`src/verilog/lag_search_config.svh`:
```
`ifndef LAG_SEARCH_CONFIG_SVH
`define LAG_SEARCH_CONFIG_SVH

// Scratch memory geometry
`define LS_ADDR_W 12
`define LS_DATA_W 32

// Correlation table, entry for lag_min at the base
`define LS_COR_TABLE_BASE 12'hC00

// Widest lag span the table holds
`define LS_MAX_LAGS 256

`endif

```
`src/verilog/lag_search_pkg.sv`:
```
`include "lag_search_config.svh"

package lag_search_pkg;

	// Sample view of a scratch word
	typedef struct packed {
		logic [15:0]        pad;
		logic signed [15:0] sample;
	} scratch_smp_t;

	// One scratch word, either a table correlation or a signal sample
	typedef union packed {
		logic [`LS_DATA_W-1:0] acc;
		scratch_smp_t          smp;
	} scratch_word_u;

	typedef struct packed {
		logic [`LS_ADDR_W-1:0] waddr;
		scratch_word_u         wdata;
		logic                  we;
	} mem_req_t;

	typedef struct packed {
		logic               clear;
		logic               en;
		logic signed [15:0] a;
		logic signed [15:0] b;
	} mac_op_t;

	typedef struct packed {
		logic [31:0] cor;
		logic [15:0] lag;
	} lag_result_t;

endpackage

```
`src/verilog/cor_normalizer.sv`:
```
module cor_normalizer (
	input  logic                        clk,
	input  logic                        rst,
	input  lag_search_pkg::lag_result_t best,
	input  logic                        found,
	output logic [15:0]                 cor_max,
	output logic [15:0]                 p_max,
	output logic                        done
);
	logic        busy;
	logic [31:0] val;
	logic [15:0] lag_r;
	logic [4:0]  cnt;
	logic        norm_ok;

	// Stop on sign change below bit 31, zero, or a full 31 shifts
	always_comb
	begin
		norm_ok = (val == 32'd0) || (val[31] != val[30]) || (cnt == 5'd31);
	end

	always_ff @(posedge clk)
	begin
		if (rst)
		begin
			busy    <= 1'b0;
			done    <= 1'b0;
			cor_max <= '0;
			p_max   <= '0;
			cnt     <= '0;
		end
		else
		begin
			done <= 1'b0;
			if (found && !busy)
			begin
				busy <= 1'b1;
				cnt  <= '0;
			end
			else if (busy)
			begin
				if (norm_ok)
				begin
					// Results hold until the next done
					busy    <= 1'b0;
					done    <= 1'b1;
					cor_max <= val[31:16];
					p_max   <= lag_r;
				end
				else
					cnt <= cnt + 5'd1;
			end
		end
	end

	// Working value, one left shift per cycle
	always_ff @(posedge clk)
	begin
		if (found && !busy)
		begin
			val   <= best.cor;
			lag_r <= best.lag;
		end
		else if (busy && !norm_ok)
			val <= val << 1;
	end

endmodule

```
`config.mk`:
```
export PLATFORM = sky130hd
export DESIGN_NAME = cor_normalizer
export DESIGN_NICKNAME = d
export VERILOG_FILES = /design/src/verilog/lag_search_pkg.sv /design/src/verilog/cor_normalizer.sv
export VERILOG_INCLUDE_DIRS = /design/src /design/src/verilog
export SDC_FILE = /design/constraint.sdc
export NUM_CORES = 1
export LEC_CHECK = 0
export ABC_AREA = 0
export CAP_MARGIN = 20
export CORE_ASPECT_RATIO = 0.9
export CORE_UTILIZATION = 60
export CTS_BUF_LIST = sky130_fd_sc_hd__clkbuf_16
export CTS_CLUSTER_DIAMETER = 100
export DETAILED_ROUTE_END_ITERATION = 8
export DONT_BUFFER_PORTS = 1
export PLACE_DENSITY = 0.75
export SETUP_SLACK_MARGIN = 0.05
export SYNTH_ARGS = -nofsm -noshare
export SYNTH_HDL_FRONTEND = slang
export SYNTH_SLANG_ARGS = --single-unit
```
`constraint.sdc`:
```
create_clock -name clk -period 2.9 [get_ports clk]
set_input_delay 0.435 -clock clk [delete_from_list [all_inputs] [get_ports clk]]
set_output_delay 0.435 -clock clk [all_outputs]
set_load 0.01 [all_outputs]
```
==> metrics.csv <==
metric,value,unit
synth_fp_nets,334,
rr_endpoint,val[22],
required,2.93,ns
avgSynthCellArea,12.7,µm²
fin_crit_sh,84.3,%
synth_area_leaders,"edfxtp_1 (40%), dfxtp_1 (22%), mux2_2 (9.5%), a21oi_1 (4.9%), nand3_1 (4.9%)",
worst-path-max-fanout,30,
drc,0,
setup_viol,0,
fmax,409,MHz
initial_utilization,62.5,%
final.setup.tns,0,ns
avgRoutedWirePerCell,18.7,µm
die_w,83.2,µm
drt-initial-drc-count,184,
switching_power,742,µW
dp_cells,335,
hpwl,4190,µm
grt_start_max_net_pins,36,
cts_sinks,87,
leakage,1.30,nW
wl,6570,µm
numCtsBuffers,9,
gp_congestion,0.764,
first_pass_iters,4,
clk_pin_slew,0.06,ns
num_vias,2134,
ctsHoldBuffers,0,
maxSlewHeadroom,53.5,%
maxCapViolCount,0,
worstHoldPathCells,1,
r2r_slack,0.46,ns
synth.distinct_cells,37,
drive_above_1_share,22.8,%
worstHoldPathType,in -> reg,
p_sw_share,24.1,%
tightest_slew,0.697,ns
status,"complete, no violations",
post_dp_cell_area,0.00354,mm²
clkPwrFrac,39.0,%
timing.final.ws_setup,0.456,ns
clk_path_buf_depth,2,
antenna_found_initial,0,
avgViaCountPerCell,6.08,
grt-ovfl-total,0,
cts_tree,done,
ys_seq_area_share,62.4,%
multi_input_area,0.00114,mm²
core,0.00569,mm²
pre_cts_ws,0.469,ns
reg2reg_from,cnt[0],
die_h,75.1,µm
startpoint_type,flip-flop,
fin_skew,0.00790,ns
clk_root_buffer_cell,clkbuf_16,
reg2reg_depth,8,
holdPathEnd,p_max[1],
rsz0062_at_grt,no,
fillers,412,
holdWs,0.168,ns
seq_area,0.00222,mm²
power_density,799,mW/mm²
hold_viol_final,0,
final_area,0.00386,mm²
synth_top_area_share,40.5,%
p_comb_share,11.0,%
path_class,reg -> reg,
grt_pass1_vias,2048,
instances_no_fill,351,
die_area,0.00625,mm²
antenna_cells,0,
slew_viol_final,0,
grtUsageTotal,21.8,%
h-tree-depth,3,
end_kind,flip-flop,
ant_nets,0,
insertion_delay,0.33,ns
syn_inst,280,
ir_worst_vdd,0.530,mV
portBuffers,0,
fin_crit,2.44,ns
cts_setup_buffers,0,
power.share.sequential,50.0,%
synth_seq_cells,87,
boundaryPins,84,
critPathArrivalTime,2.47,ns
synth_top_area_cell,edfxtp_1,
ctsResizeCount,0,
intPower,2.34,mW
grt_pass1_wl,10200,µm
worstHoldStart,rst,
fin_nets,330,
area_growth,8.47,%
yosys_warnings,0,
num_rows,26,
syn-cell-area,0.00356,mm²
Yosys cell counts, drive strengths merged:
master and n:
inv 3, nor3 2, clkdlybuf4s50 1, nor2 4
mux2 30, o21ai 36, clkbuf 9, edfxtp 48
and3 1, nand2 3, o21a 1, nor4b 1
clkdlybuf4s18 1, nand4 2, or2 2, xor2 2
buf 9, nand3 35, nand2b 1, dlygate4sd1 1
a21oi 35, dfxtp 39, or3 1, o211ai 1
nor2b 2, nor4 6, ha 3, and2 1
layout make-up:
cell class | instances | area share (%)
timing repair buffer | 6 | 1.81
clock inverter | 5 | 1.30
clock buffer | 11 | 7.13
inverter | 3 | 0.292
sequential | 87 | 57.6
multi-input combinational | 169 | 29.7
tap | 70 | 2.27
worst max path at each step:
stage                      start      end  slack, ns  depth (start not counted)
after floorplan           cnt[0]   val[0]       0.28                          8
after global placement    cnt[0]   val[9]       0.55                          8
after detailed placement  cnt[0]  val[10]       0.47                          8
after CTS                 cnt[0]   val[5]       0.47                          8
after global routing      cnt[0]  val[19]       0.31                          8
final                     cnt[0]  val[22]       0.46                          8
cell families (layout without fill, tap and decap cells):
family | Yosys count | count (layout) | share of synthesized area [%]
AO/OA/AOI/OAI | 73 | 73 | 10.9
XOR/XNOR | 2 | 2 | 0.492
adder cells (fa/ha/maj) | 3 | 3 | 1.05
buffers and inverters | 24 | 25 | 5.62
flip-flops | 87 | 87 | 62.4
multiplexers | 30 | 30 | 9.49
AND/OR/NAND/NOR | 61 | 61 | 10.1
registers in the layout, indices dropped and copies added (netlist names):
signal,count
cor_max,16
val,32
p_max,16
busy,1
cnt,5
done,1
lag_r,16
layout by cell type (no fill, tap or decap), drive strengths merged, types with 4 or more instances in the layout:
| cell type | Yosys | layout |
|---|---|---|
| nand3 | 35 | 35 |
| nor2 | 4 | 4 |
| mux2 | 30 | 30 |
| clkbuf | 9 | 11 |
| a21oi | 35 | 35 |
| nor4 | 6 | 6 |
| o21ai | 36 | 36 |
| edfxtp | 48 | 48 |
| buf | 9 | 6 |
| inv | 3 | 5 |
| dfxtp | 39 | 39 |
per-layer routing:
metal / vias to the layer above / global-route usage [%] / part of all wire [%]
met5: - / 0 / 0
met4: 0 / 7.28 / 0.40
met3: 4 / 10.5 / 7.7
met2: 78 / 36.1 / 51
met1: 1019 / 25.6 / 41
li1: 1033 / - / -
critical path, stage by stage (launching register included):
cell      delay (ns)
dfxtp_1         0.33
ha_1            0.22
and3_1          0.18
ha_1            0.18
or2_1           0.40
nor2_1          0.24
o21ai_2         0.13
nand2b_1        0.21
buf_12          0.23
through the flow:
step / total power [mW] / utilization, %
floorplan: 1.86 / -
global placement: 1.90 / 62.1
detailed placement: 1.91 / 62.1
CTS: 3.11 / 67.8
global route: 3.21 / 67.8
finish: 3.09 / 67.8
power by group through the flow:
stage	sequential (mW)	clock, mW	combinational [mW]
2_1_floorplan	1.54	0	0.317
3_3_place_gp	1.57	0	0.331
3_5_place_dp	1.57	0	0.340
4_1_cts	1.54	1.23	0.341
5_1_grt	1.56	1.27	0.375
6_report	1.54	1.20	0.339
No activity file was read; power rests on OpenSTA's default activity.
