--- config.mk ---
export PLATFORM = sky130hd
export DESIGN_NAME = sat_mac
export DESIGN_NICKNAME = d
export VERILOG_FILES = /design/src/verilog/lag_search_pkg.sv /design/src/verilog/sat_mac.sv
export VERILOG_INCLUDE_DIRS = /design/src /design/src/verilog
export SDC_FILE = /design/constraint.sdc
export NUM_CORES = 1
export LEC_CHECK = 0
export ABC_AREA = 1
export BUFFER_PORTS_ARGS = -buffer_cell sky130_fd_sc_hd__buf_2
export CORE_ASPECT_RATIO = 1.5
export CORE_MARGIN = 4
export CORE_UTILIZATION = 60
export DETAILED_ROUTE_END_ITERATION = 7
export PLACE_DENSITY_LB_ADDON = 0.15
export SYNTH_ARGS = -nofsm -noshare
export SYNTH_HDL_FRONTEND = slang
export SYNTH_SLANG_ARGS = --single-unit
export TNS_END_PERCENT = 100
--- constraint.sdc ---
create_clock -name clk -period 11.9 [get_ports clk]
set_input_delay 2.38 -clock clk [delete_from_list [all_inputs] [get_ports clk]]
set_output_delay 2.38 -clock clk [all_outputs]
set_load 0.01 [all_outputs]
--- src/verilog/lag_search_config.svh ---
`ifndef LAG_SEARCH_CONFIG_SVH
`define LAG_SEARCH_CONFIG_SVH

// Scratch memory geometry
`define LS_ADDR_W 12
`define LS_DATA_W 32

// Correlation table, entry for lag_min at the base
`define LS_COR_TABLE_BASE 12'hC00

// Widest lag span the table holds
`define LS_MAX_LAGS 256

`endif

--- src/verilog/lag_search_pkg.sv ---
`include "lag_search_config.svh"

package lag_search_pkg;

	// Sample view of a scratch word
	typedef struct packed {
		logic [15:0]        pad;
		logic signed [15:0] sample;
	} scratch_smp_t;

	// One scratch word, either a table correlation or a signal sample
	typedef union packed {
		logic [`LS_DATA_W-1:0] acc;
		scratch_smp_t          smp;
	} scratch_word_u;

	typedef struct packed {
		logic [`LS_ADDR_W-1:0] waddr;
		scratch_word_u         wdata;
		logic                  we;
	} mem_req_t;

	typedef struct packed {
		logic               clear;
		logic               en;
		logic signed [15:0] a;
		logic signed [15:0] b;
	} mac_op_t;

	typedef struct packed {
		logic [31:0] cor;
		logic [15:0] lag;
	} lag_result_t;

endpackage

--- src/verilog/sat_mac.sv ---
module sat_mac (
	input  logic                    clk,
	input  logic                    rst,
	input  lag_search_pkg::mac_op_t op,
	output logic signed [31:0]      acc
);
	localparam logic [15:0] MIN_16 = 16'h8000;
	localparam logic signed [31:0] MAX_32 = 32'sh7fff_ffff;
	localparam logic signed [31:0] MIN_32 = 32'sh8000_0000;

	logic signed [31:0] raw;
	logic signed [31:0] prod;
	logic signed [32:0] sum;
	logic signed [31:0] sum_sat;

	// L_mult, doubled product with the one overflow case pinned
	always_comb
	begin
		raw = op.a * op.b;
		if (op.a == MIN_16 && op.b == MIN_16)
			prod = MAX_32;
		else
			prod = raw <<< 1;
	end

	// L_add on one extra bit, clamp when the top two bits split
	always_comb
	begin
		sum = {acc[31], acc} + {prod[31], prod};
		if (sum[32] != sum[31])
			sum_sat = sum[32] ? MIN_32 : MAX_32;
		else
			sum_sat = sum[31:0];
	end

	always_ff @(posedge clk)
	begin
		if (rst)
			acc <= '0;
		else if (op.clear)
			acc <= prod;
		else if (op.en)
			acc <= sum_sat;
	end

endmodule

==> qor.json <==
{
  "status": {
    "run_status": "finished, final reports clean"
  },
  "global_routing": {
    "first_pass_grt_wire_length_mm": 67.0,
    "antenna_found_initial": 0,
    "first_global_vias": 13601,
    "grt_start_max_net_pins": 39,
    "global_route.usage.total_pct": 31.7,
    "grt.overflow.total": 0
  },
  "die": {
    "io-pin-count": 68,
    "die_height_um": 199,
    "fp.dieArea_um2": 26900,
    "floorplan.die.width_um": 135,
    "initial_utilization_pct": 61.1,
    "core_area_um2": 23800,
    "num_rows": 69
  },
  "layout": {
    "diodes": 0,
    "layout-area-overhead-vs-synth_pct": 3.53,
    "number_of_flip_flops_under_the_largest_register_name": 32,
    "regMostFlops": "acc",
    "largest_registers": "acc (32)",
    "nNetsFinal": 2476,
    "final_layout_size_suffix_gt1_share_pct": 6.81,
    "post_layout_nonfiller_instances": 2390
  },
  "routing": {
    "post-route-drc-count": 0,
    "vias": 12887,
    "detail_route.wl_per_cell_um": 17.2,
    "ant_nets": 0,
    "dr.first_iter.drc_count": 624,
    "drt_first_pass_iters": 7,
    "route.final.wire_length_mm": 41.0,
    "vias_per_cell": 5.39
  },
  "clock_tree": {
    "cts_max_path_buffers": 2,
    "clock_tree_from_tritoncts": "built",
    "path_clk_slew_ps": 60,
    "cts-resized-gates": 0,
    "numCtsBuffers": 5,
    "cts_hold_buffers": 0,
    "worst_skew_pair.late_latency_ps": 290,
    "htree_num_levels": 2,
    "clkSinkCount": 32,
    "cts.repair_timing.setup_buffer_count": 0,
    "cts_root_buffer": "clkbuf_16"
  },
  "placed_design": {
    "detailed_placer_s_ending_hpwl_mm": 35.0,
    "place_congestion": 0.985,
    "place.port_buffers": 67,
    "placement.setup.worst_slack_ps": 1450,
    "place.detailed.instances": 2382
  },
  "sta": {
    "final.setup_skew_ps": 3.88,
    "worst_slew_pin_slew_ps": 1250,
    "slew-limit-headroom_pct": 16.8,
    "fin_worst_hold_slack_ps": 523,
    "grt_setup_unrepaired": "false",
    "tns_ps": 0,
    "timing_max_transition_violations_final": 0,
    "max_freq_mhz": 98.1,
    "final_min_period_over_clock_period_pct": 85.6,
    "hold_violations": 0,
    "post-route-worst-setup-slack_ps": 1710,
    "setup_violators_final": 0,
    "minimum_clock_period_ps": 10190
  },
  "setup_path": {
    "cp_data_arrival_time_ps": 10380,
    "start_kind": "primary input",
    "crit_path_frequent_cell": "nand2_1",
    "critical-path-slowest-cell": "fa_1",
    "worst-setup-path-type": "primary input to flip-flop",
    "critPathCaptureType": "flip-flop",
    "crit_required_ps": 12090,
    "worstPathMaxFanout": 17,
    "critPathMaxStageDelay_ps": 650
  },
  "logic_synthesis": {
    "yosys_register_bits": 32,
    "synth_edf_count": 0,
    "synthFlopType": "dfxtp_1",
    "seq_area_frac_synth_pct": 4.40,
    "post_synthesis_share_of_cell_area_spent_on_full_adders_half_adders_and_majority_gates_pct": 45.1,
    "synthesis.nets": 2482,
    "synth.top_cell.area_share_pct": 35.3,
    "syn-mean-instance-area_um2": 7.01,
    "main_combinational_cell_family_by_area_after_synthesis": "adder cells",
    "netlist_area_um2": 14600,
    "synth.largest_area_cell": "fa_1",
    "yosys.area_share.simple_pct": 24.5,
    "synth.lib_cells_used.distinct": 48,
    "post_synth_mux_area_share_pct": 0,
    "synth-async-reset-ratio_pct": 0,
    "post_synthesis_instance_total": 2076,
    "yosys_warnings": 0,
    "synthesized_area_fraction_occupied_by_ao_oa_aoi_and_oai_cells_pct": 7.31,
    "biggest_area_contributors_in_the_synthesized_netlist": "fa_1, nand2_1, inv_1",
    "synthXorXnorAreaFrac_pct": 2.05
  },
  "flow_run": {
    "drv_cap": 0
  },
  "worst_hold_path": {
    "hold_class": "flip-flop to flip-flop"
  }
}
## synth_stat cells (3+ instances only)
cell type and number:
or2_2 6, o221ai_1 9, ha_1 113, buf_6 3
dfxtp_1 32, a21o_1 4, o21bai_1 14, a21oi_2 16
fa_1 257, a21boi_0 3, a21oi_1 77, xnor2_1 13
nand3_1 89, clkbuf_1 64, buf_2 5, inv_1 538
nand2_2 27, clkbuf_8 3, nor4_1 7, buf_1 3
nor2_1 100, nand4_1 33, xor2_1 21, o21ai_0 47
nor3_1 13, nand2_1 548, nor2_2 3
## cells in the final DEF, fill, tap and decap left out, types with 4 or more instances in the layout
cell / netlist / layout
or2_2: 6 / 6
nor2_1: 100 / 100
inv_1: 538 / 538
nand2_1: 548 / 548
fa_1: 257 / 257
a21oi_2: 16 / 16
dfxtp_1: 32 / 32
nand4_1: 33 / 33
ha_1: 113 / 113
clkbuf_16: 0 / 5
a21oi_1: 77 / 77
xnor2_1: 13 / 13
nand3_1: 89 / 89
nor4_1: 7 / 7
nor3_1: 13 / 13
o21bai_1: 14 / 14
o21ai_0: 47 / 47
o221ai_1: 9 / 9
nand2_2: 27 / 27
a21o_1: 4 / 4
buf_2: 5 / 67
xor2_1: 21 / 21
## metal layers
metal | GRT usage [%] | part of all wire (%)
met1 | 35.5 | 36
met2 | 59.0 | 54
met3 | 3.06 | 4.3
met4 | 16.8 | 6.2
met5 | 0 | 0
## area by class of cell
cell class / instances / area, µm²
Multi-Input combinational cell: 1422 / 11500
Clock buffer: 6 / 129
Fill cell: 2308 / 8760
Inverter: 541 / 2030
Tap cell: 319 / 399
Clock inverter: 2 / 35.0
Sequential cell: 32 / 641
Timing Repair Buffer: 68 / 343
## logic make-up (layout without fill, tap and decap cells)
logic type,count (synthesis),count (layout)
simple gates,841,841
buf+inv,622,617
fa+ha+maj,370,370
xor+xnor,34,34
flops,32,32
compound gates,177,177
## metrics by stage
step                      utilization, %  area, µm²
after detailed placement            62.6      14900
after CTS                           63.3      15100
after floorplan                        -      14600
after global routing                63.3      15100
final                               63.3      15100
after global placement              62.6      14900
## path summary, 6_finish.rpt
path / from / endpoint / slack, ps / depth (start not counted)
worst min register to register: acc[10] / acc[10] / 520 / 2
worst max-delay path: op[1] / acc[21] / 1710 / 37
worst max register to register: acc[0] / acc[21] / 8770 / 18
worst min-delay path: acc[10] / acc[10] / 520 / 2
## worst max-delay path, delay by kind of cell
family	cells	cell delay, ps
fa+ha+maj	8	3930
simple gates	18	2640
buf+inv	8	990
compound gates	3	400
Power is not shown: default switching activity piles up to over one toggle a cycle in this logic, so the estimate is an artifact.
