`src/verilog/lag_search_config.svh`:
```
`ifndef LAG_SEARCH_CONFIG_SVH
`define LAG_SEARCH_CONFIG_SVH

// Scratch memory geometry
`define LS_ADDR_W 12
`define LS_DATA_W 32

// Correlation table, entry for lag_min at the base
`define LS_COR_TABLE_BASE 12'hC00

// Widest lag span the table holds
`define LS_MAX_LAGS 256

`endif

```
`src/verilog/lag_search_pkg.sv`:
```
`include "lag_search_config.svh"

package lag_search_pkg;

	// Sample view of a scratch word
	typedef struct packed {
		logic [15:0]        pad;
		logic signed [15:0] sample;
	} scratch_smp_t;

	// One scratch word, either a table correlation or a signal sample
	typedef union packed {
		logic [`LS_DATA_W-1:0] acc;
		scratch_smp_t          smp;
	} scratch_word_u;

	typedef struct packed {
		logic [`LS_ADDR_W-1:0] waddr;
		scratch_word_u         wdata;
		logic                  we;
	} mem_req_t;

	typedef struct packed {
		logic               clear;
		logic               en;
		logic signed [15:0] a;
		logic signed [15:0] b;
	} mac_op_t;

	typedef struct packed {
		logic [31:0] cor;
		logic [15:0] lag;
	} lag_result_t;

endpackage

```
`src/verilog/lag_search_fsm.sv`:
```
`include "lag_search_config.svh"

module lag_search_fsm (
	input  logic                          clk,
	input  logic                          rst,
	input  logic                          start,
	input  logic [`LS_ADDR_W-1:0]         signal,
	input  logic [15:0]                   L_frame,
	input  logic [15:0]                   lag_max,
	input  logic [15:0]                   lag_min,
	input  lag_search_pkg::scratch_word_u read_data,
	input  logic signed [31:0]            acc,
	output lag_search_pkg::mem_req_t      eng_req,
	output logic [`LS_ADDR_W-1:0]         eng_raddr,
	output lag_search_pkg::mac_op_t       mac_op,
	output lag_search_pkg::lag_result_t   best,
	output logic                          found
);
	import lag_search_pkg::*;

	localparam int OFF_W = $clog2(`LS_MAX_LAGS);

	localparam logic [2:0] S_IDLE   = 3'd0;
	localparam logic [2:0] S_RD_CUR = 3'd1;
	localparam logic [2:0] S_RD_LAG = 3'd2;
	localparam logic [2:0] S_TAIL   = 3'd3;
	localparam logic [2:0] S_WB     = 3'd4;

	logic [2:0]            state;
	logic [15:0]           lag;
	logic [15:0]           j;
	logic                  pend;
	logic                  first;
	logic [`LS_ADDR_W-1:0] sig_r;
	logic [15:0]           len_r;
	logic [15:0]           lmin_r;
	logic signed [15:0]    opa;
	logic [OFF_W-1:0]      tab_off;

	//////////////////////////////
	// Addresses and MAC feed
	//////////////////////////////

	// x[signal+j] first, then x[signal+j-lag]
	always_comb
	begin
		if (state == S_RD_LAG)
			eng_raddr = sig_r + j[`LS_ADDR_W-1:0] - lag[`LS_ADDR_W-1:0];
		else
			eng_raddr = sig_r + j[`LS_ADDR_W-1:0];
	end

	// Second operand arrives the cycle after S_RD_LAG
	always_comb
	begin
		mac_op.clear = pend && first;
		mac_op.en    = pend && !first;
		mac_op.a     = opa;
		mac_op.b     = read_data.smp.sample;
	end

	// Table write-back once the last product has landed
	always_comb
	begin
		tab_off           = OFF_W'(lag - lmin_r);
		eng_req.we        = (state == S_WB);
		eng_req.waddr     = `LS_COR_TABLE_BASE + `LS_ADDR_W'(tab_off);
		eng_req.wdata.acc = acc;
	end

	//////////////////////////////
	// Control
	//////////////////////////////

	always_ff @(posedge clk)
	begin
		if (rst)
		begin
			state <= S_IDLE;
			lag   <= '0;
			j     <= '0;
			pend  <= 1'b0;
			first <= 1'b0;
			found <= 1'b0;
			best  <= '0;
		end
		else
		begin
			pend  <= (state == S_RD_LAG);
			found <= 1'b0;
			if (mac_op.clear)
				first <= 1'b0;
			case (state)
				S_IDLE:
				begin
					if (start)
					begin
						lag      <= lag_max;
						j        <= '0;
						first    <= 1'b1;
						// Most negative value, so the first lag always wins
						best.cor <= 32'h8000_0000;
						best.lag <= lag_max;
						state    <= S_RD_CUR;
					end
				end
				S_RD_CUR:
					state <= S_RD_LAG;
				S_RD_LAG:
				begin
					j <= j + 16'd1;
					if (j == len_r - 16'd1)
						state <= S_TAIL;
					else
						state <= S_RD_CUR;
				end
				S_TAIL:
					state <= S_WB;
				S_WB:
				begin
					// Greater or equal, lower lags take ties
					if (acc >= $signed(best.cor))
					begin
						best.cor <= acc;
						best.lag <= lag;
					end
					j <= '0;
					if (lag == lmin_r)
					begin
						found <= 1'b1;
						state <= S_IDLE;
					end
					else
					begin
						lag   <= lag - 16'd1;
						first <= 1'b1;
						state <= S_RD_CUR;
					end
				end
				default:
					state <= S_IDLE;
			endcase
		end
	end

	// Run parameters and first operand
	always_ff @(posedge clk)
	begin
		if (state == S_IDLE && start)
		begin
			sig_r  <= signal;
			len_r  <= L_frame;
			lmin_r <= lag_min;
		end
		if (state == S_RD_LAG)
			opa <= read_data.smp.sample;
	end

endmodule

```
`config.mk`:
```
export PLATFORM = sky130hd
export DESIGN_NAME = lag_search_fsm
export DESIGN_NICKNAME = d
export VERILOG_FILES = /design/src/verilog/lag_search_pkg.sv /design/src/verilog/lag_search_fsm.sv
export VERILOG_INCLUDE_DIRS = /design/src /design/src/verilog
export SDC_FILE = /design/constraint.sdc
export NUM_CORES = 1
export LEC_CHECK = 0
export ABC_AREA = 1
export ABC_CLOCK_PERIOD_IN_PS = 4250
export BUFFER_PORTS_ARGS = -buffer_cell sky130_fd_sc_hd__buf_2
export CAP_MARGIN = 25
export CORE_ASPECT_RATIO = 1.1
export CORE_MARGIN = 8
export CORE_UTILIZATION = 30
export DETAILED_ROUTE_END_ITERATION = 8
export PLACE_DENSITY = 0.63
export SLEW_MARGIN = 30
export SYNTH_ARGS = -nofsm -noshare
export SYNTH_HDL_FRONTEND = slang
export SYNTH_SLANG_ARGS = --single-unit
```
`constraint.sdc`:
```
create_clock -name clk -period 4.25 [get_ports clk]
set_input_delay 0.425 -clock clk [delete_from_list [all_inputs] [get_ports clk]]
set_output_delay 0.425 -clock clk [all_outputs]
set_load 0.02 [all_outputs]
```
==> reports/metrics.yaml, run 1 <==
status:
  status: "finished, final reports clean"
critical_path:
  crit_chain: "ha_1, nand3_1, nand3_1, a21oi_2, o21ai_0, or2_2, nand2_1, inv_1, ha_1, nand2_1, a21oi_1, a211oi_2, nand3_1, nand2_1, nand2_1, nor2_2, xnor2_1, inv_1, buf_2"
  crit_path_start_kind: "flop"
  cp-end-kind: "output port"
  path_delay_family: "simple AND/OR/NAND/NOR gates"
  required_ns: 3.83
  crit_path_top_delay_cell: "ha_1"
  cpMostUsedCell: "nand2_1"
  critical_path.max_stage_delay_ns: 0.39
  crit_type: "flop to output port"
  critPathMaxFanout: 5
  path_buf_inv: 3
  crit_arrival_ns: 3.50
clocking:
  post_cts_resize_count: 0
  clk_latency_ns: 0.44
  cts_made_buffers: 17
  cts-htree-levels: 4
  cts_tree: "built"
  ctsHoldBuffers: 0
  cts_buffer_depth: 2
  root_buffer: "clkbuf_16"
  cts.sinks: 146
  post-cts-setup-buffers: 0
  path_clk_slew_ns: 0.07
sta:
  finalSetupViolCount: 0
  report.final.slew_viol_count: 0
  grt_setup_unrepaired: "false"
  tightestPinTransition_ns: 0.829
  fin_crit_sh_pct: 92.4
  hold_viol: 0
  finClkSkew_ns: 0.0128
  tns_ns: 0
  max_freq_mhz: 255
  max-slew-margin-rel_pct: 44.6
  period_needed_ns: 3.93
detailed_routing:
  antenna_left: 0
  wirelength_mm: 27.6
  drc: 0
  dr.pass1.iters: 5
  vias_per_cell: 4.57
  wl_per_cell_um: 14.7
  drt_iter0_drc: 460
  vias: 8549
layout:
  drive_gt1_share_pct: 25.4
  seqCellArea_um2: 3530
  finalNetCount: 1627
  n_fill_cell: 3391
  stdcell_area_um2: 11500
  syn_to_final_growth_pct: 18.7
  diodes: 0
  multiInputGateArea_um2: 4860
synthesis:
  ys_seq_elements: 146
  synth_warnings: 0
  syn_area_per_cell_um2: 7.70
  syn-instance-count: 1255
  yosysSeqAreaShare_pct: 36.5
  synth_area_um2: 9660
  yosysUniqueCellTypes: 49
  synthArstFlopShare_pct: 0
  synth_edf_count: 60
  synth_ff_type: "dfxtp_1"
run:
  cap_violations: 0
die:
  io_pins: 267
  initial_core_util_pct: 30.2
  rows: 69
  die_h_um: 204
  core-area_um2: 32000
  die-width_um: 187
  die-area_um2: 38200
global_routing:
  grt_use_total_pct: 14.1
  grt_pass1_vias: 8236
  grt_max_degree: 79
  gr-total-overflow: 0
  grt_pass1_wl_mm: 43.0
  antenna_found_initial: 2
placement:
  dpl-instance-area_um2: 10800
  gp_congestion: 0.850
  io_buffers: 246
  hpwl_mm: 21.3
hold_path:
  hold_class: "primary input to flop"
pwr:
  cellPowerDensity_nw_per_um2: 389
  ir_drop_v: 0.000222
  p_leak_nw: 5.50
-- metrics by stage --
stage               utilization, %  std cells  setup slack, ns  hold slack (ns)  power [mW]
detailed placement            33.8       1840            0.502            0.474        2.97
floorplan                        -       1257            0.722            0.451        2.61
global route                  35.8       1872           0.0107            0.136        4.72
CTS                           35.7       1872           0.0323            0.138        4.51
finish                        35.8       1872            0.322            0.162        4.46
global placement              33.8       1840            0.539            0.472        2.94
-- cells in the final DEF (no fill, tap or decap), types with 20 or more instances in the layout --
master    count
a21oi_1      62
a21oi_2      41
buf_2       246
dfxtp_1      83
edfxtp_1     60
ha_1         61
inv_1       168
nand2_1     217
nand3_1      84
nor2_1      144
o21ai_0      66
xnor2_1      20
xor2_1       35
-- layer usage --
| metal | share of wire, % | global-route usage (%) |
|---|---|---|
| met1 | 42 | 15.9 |
| met2 | 48 | 24.5 |
| met3 | 6.8 | 4.44 |
| met4 | 2.8 | 5.53 |
| met5 | 0.080 | 0 |
-- Yosys cell counts, drive strengths merged, types with 15 or more instances --
| cell | count | area (um2) |
|---|---|---|
| a21oi | 103 | 666 |
| buf | 79 | 602 |
| clkbuf | 16 | 60.1 |
| dfxtp | 86 | 1720 |
| edfxtp | 60 | 1800 |
| ha | 64 | 801 |
| inv | 176 | 661 |
| nand2 | 225 | 875 |
| nand3 | 86 | 440 |
| nand4 | 15 | 93.8 |
| nor2 | 153 | 597 |
| nor3 | 19 | 123 |
| o21ai | 67 | 335 |
| xnor2 | 21 | 203 |
| xor2 | 35 | 307 |
-- cell families after synthesis --
kind of cell / share of synthesized area, %
and+or+nand+nor: 23.1
buffers and inverters: 13.8
AOI/OAI and AO/OA: 12.4
xor gates and xnor gates: 5.27
other: 0.0777
adders and majority gates: 8.91
DFF: 36.5
-- report_power, final --
part           switching, mW  total [mW]  internal, mW
Clock                  0.647        1.53         0.879
Sequential            0.0805        1.67          1.59
Combinational          0.806        1.26         0.451
-- area by class of cell --
cell class / count / area share, %
clock buffer: 22 / 4.24
clock inverter: 10 / 0.840
inverter: 178 / 5.84
multi-input combinational: 838 / 42.4
sequential: 146 / 30.8
tap: 426 / 4.65
timing repair buffer: 252 / 11.3
-- flip-flops by register name, summed over array words and instances (netlist names) --
signal	cells
best	48
first	1
found	1
j	16
lag	16
len_r	16
lmin_r	16
opa	16
pend	1
sig_r	12
state	3
-- worst paths after layout --
path	endpoint	startpoint	cells past startpoint	slack, ns
setup / recovery	eng_raddr[11]	j[2]	19	0.32
hold / removal	len_r[4]	L_frame[4]	1	0.16
setup reg to reg	lag[8]	lag[0]	10	1.38
hold reg to reg	state[2]	state[1]	2	0.48
No activity file was read; power rests on OpenSTA's default activity.
==> run 2, diff against run 1 <==
--- a/config.mk
+++ b/config.mk
@@ -6,7 +6,6 @@
 export SDC_FILE = /design/constraint.sdc
 export NUM_CORES = 1
 export LEC_CHECK = 0
-export ABC_AREA = 1
 export ABC_CLOCK_PERIOD_IN_PS = 4250
 export BUFFER_PORTS_ARGS = -buffer_cell sky130_fd_sc_hd__buf_2
 export CAP_MARGIN = 25
==> reports/metrics.yaml, run 2 <==
layout:
  diodes: 0  # unchanged
  top_register: "best"
  largest_reg_flops: 48  # unchanged
  final_cell_mix: "245 x buf_2, 87 x a21oi_1, 85 x dfxtp_1, 78 x nand2_1, 64 x nor2_1"
  drive_gt1_share_pct: 27.7  # +2.2 points
  syn_to_final_growth_pct: 22.1
  finish.utilization_pct: 37.3  # +1.5 points
  final_cells: 1549  # -17%
  final_common_cell: "buf_2"
  finalNetCount: 1362  # -16%
global_routing:
  antenna_found_initial: 2  # unchanged
  grt_pass1_vias: 7608  # -7.6%
  grt_use_total_pct: 14.8  # +0.68 points
  grt_pass1_wl_mm: 41.1  # -4.3%
  grt_max_degree: 72  # -8.9%
  gr-total-overflow: 0  # unchanged
placement:
  io_buffers: 246  # unchanged
  gp_congestion: 0.852  # +0.15%
  dp.cells: 1510  # -18%
  hpwl_mm: 19.9  # -6.8%
  place_ws_ns: 0.123  # -0.379 ns
pwr:
  cellPowerDensity_nw_per_um2: 355  # -8.6%
  p_leak_nw: 4.38  # -20%
  ir_drop_v: 0.000185  # -17%
synthesis:
  synthTopCellsByArea: "edfxtp_1 21%, dfxtp_1 20%, ha_1 9.1%"
  syn_area_per_cell_um2: 8.91  # +16%
  synth_edf_count: 60  # unchanged
  synth_warnings: 0  # unchanged
  synth_common_cells: "88 x a21oi_1, 86 x dfxtp_1, 78 x nand2_1"
  synth_ff_type: "dfxtp_1"
  ys_seq_elements: 146  # unchanged
  syn-instance-count: 984  # -22%
  synth_most_common_cell: "a21oi_1"
  yosysUniqueCellTypes: 68  # +39%
  yosysSeqAreaShare_pct: 40.2  # +3.7 points
  yosys.area.top_type: "edfxtp_1"
  synthArstFlopShare_pct: 0  # unchanged
  synth_area_um2: 8770  # -9.2%
  synth_top_area_share_pct: 20.5  # +1.9 points
critical_path:
  crit_arrival_ns: 3.85  # +0.35 ns
  crit_chain: "ha_2, fa_2, buf_4, xor2_1, ha_1, o21a_1, o31a_1, nor4_1, o31ai_2, o41ai_2, mux2i_1, xnor2_1, buf_4"
  critPathMaxFanout: 4  # -1
  critical_path.max_stage_delay_ns: 0.37  # -0.02 ns
  crit_path_start_kind: "flop"
  path_delay_family: "adder cells"
  path_depth: 13  # -6
  path_buf_inv: 2  # -1
  r2r_cells: 10  # unchanged
  crit_path_top_delay_cell: "edfxtp_1"
  required_ns: 3.83  # about the same
  cp-end-kind: "output port"
  cpMostUsedCell: "buf_4"
  crit_type: "flop to output port"
clocking:
  cts-htree-levels: 4  # unchanged
  path_clk_slew_ns: 0.07  # about the same
  cts_made_buffers: 17  # unchanged
  cts.sinks: 146  # unchanged
  cts_tree: "built"
  ctsHoldBuffers: 0  # unchanged
  cts_buffer_depth: 2  # unchanged
  root_buffer: "clkbuf_16"
  clk_latency_ns: 0.44  # about the same
die:
  io_pins: 267  # unchanged
  core-area_um2: 28700  # -10%
  die-area_um2: 35000  # -8.5%
  initial_core_util_pct: 30.6  # +0.39 points
  die_h_um: 195  # -4.3%
  die-width_um: 179  # -4.3%
  rows: 65  # -5.8%
sta:
  tightestPinTransition_ns: 0.876  # +0.0472 ns
  fin_crit_sh_pct: 101  # +8.2 points
  max-slew-margin-rel_pct: 41.6  # -3.0 points
  period_needed_ns: 4.28  # +0.347 ns
  hold_viol: 0  # unchanged
  tns_ns: -0.0254  # -0.0254 ns
  finClkSkew_ns: 0.0128  # +0.0000190 ns
  report.final.slew_viol_count: 0  # unchanged
  finalSetupViolCount: 1  # +1
  max_freq_mhz: 234  # -8.1%
  grt_setup_unrepaired: "true"
  fin_ws_ns: -0.0254  # -0.347 ns
detailed_routing:
  wirelength_mm: 26.6  # -3.6%
  drt_iter0_drc: 494  # +7.4%
  dr.pass1.iters: 5  # unchanged
  antenna_left: 0  # unchanged
  wl_per_cell_um: 17.2  # +17%
  vias: 7921  # -7.3%
  vias_per_cell: 5.11  # +12%
  drc: 0  # unchanged
hold_path:
  holdPathStages: 1  # unchanged
  hold_class: "primary input to flop"
status:
  status: "finished with violations"
  violations: "setup timing"
run:
  cap_violations: 0  # unchanged
[run 2: changes by cell type after synthesis, sizes merged, moves of 12 or more]
cell,delta
nand2,-147
inv,-115
nor2,-88
nand3,-70
nand4,+27
clkbuf,+26
buf,-19
a311oi,+16
xnor2,+16
a21oi,-15
nand2b,+12
[run 2: area by class of cell]
cell class | instances | area, um2
Clock buffer | 18 | 439
Multi-Input combinational cell | 677 | 4560
Sequential cell | 146 | 3520
Inverter | 61 | 229
Clock inverter | 14 | 128
Timing Repair Buffer | 265 | 1380
Tap cell | 368 | 460
Fill cell | 2951 | 18000
[run 2: timing repair]
| action | in CTS | in global routing |
|---|---|---|
| pin swaps | 8 | 13 |
| cloned | 0 | 0 |
| endpoints found under the setup margin | 3 | 3 |
| gates resized for setup | 9 | 11 |
| buffers inserted | 3 | 4 |
[run 2: through the flow]
step                      cell area [um2]  total power, mW  hold slack, ns
after floorplan                      8790             2.10           0.458
after global placement              10000             2.32           0.473
after detailed placement            10000             2.33           0.482
after CTS                           10600             3.83           0.141
after global routing                10700             3.98           0.139
final                               10700             3.80           0.160
[run 2: report_power, final]
part	internal (mW)	switching [mW]
combinational	0.282	0.453
sequential	1.53	0.0566
clock	0.825	0.655
[run 2: final timing paths]
path                                  from            end  slack (ns)
worst max register to register    best[31]       best[42]        1.13
worst min-delay path            lag_min[1]      lmin_r[1]        0.16
worst min register to register       first          first        0.49
worst max-delay path              sig_r[0]  eng_raddr[11]       -0.03
[run 2: logic make-up (layout without fill, tap and decap cells)]
| kind of cell | after synthesis | count (layout) | share of synthesized area, % |
|---|---|---|---|
| other cells | 2 | 4 | 0.0856 |
| fa+ha+maj | 67 | 67 | 9.81 |
| compound gates | 256 | 256 | 17.7 |
| simple gates | 284 | 284 | 16.2 |
| flops | 146 | 146 | 40.2 |
| mux | 5 | 5 | 0.613 |
| xor+xnor | 61 | 61 | 6.09 |
| buf+inv | 163 | 358 | 9.30 |
[run 2: routing by layer]
| layer | vias to the layer above | part of all wire (%) | global-route usage (%) |
|---|---|---|---|
| li1 | 3865 | - | - |
| met1 | 3764 | 41 | 17.5 |
| met2 | 259 | 49 | 25.7 |
| met3 | 29 | 7.5 | 3.30 |
| met4 | 4 | 1.8 | 4.84 |
| met5 | - | 0.086 | 0 |
[run 2: worst register-to-register path, cell delays in order (launching register included)]
cell,delay [ns]
dfxtp_1,0.35
inv_1,0.05
ha_1,0.31
nand4_1,0.17
nor4_1,0.37
nand2_1,0.17
o21ai_1,0.29
o31a_2,0.61
buf_4,0.38
nand4_1,0.13
a21oi_1,0.18
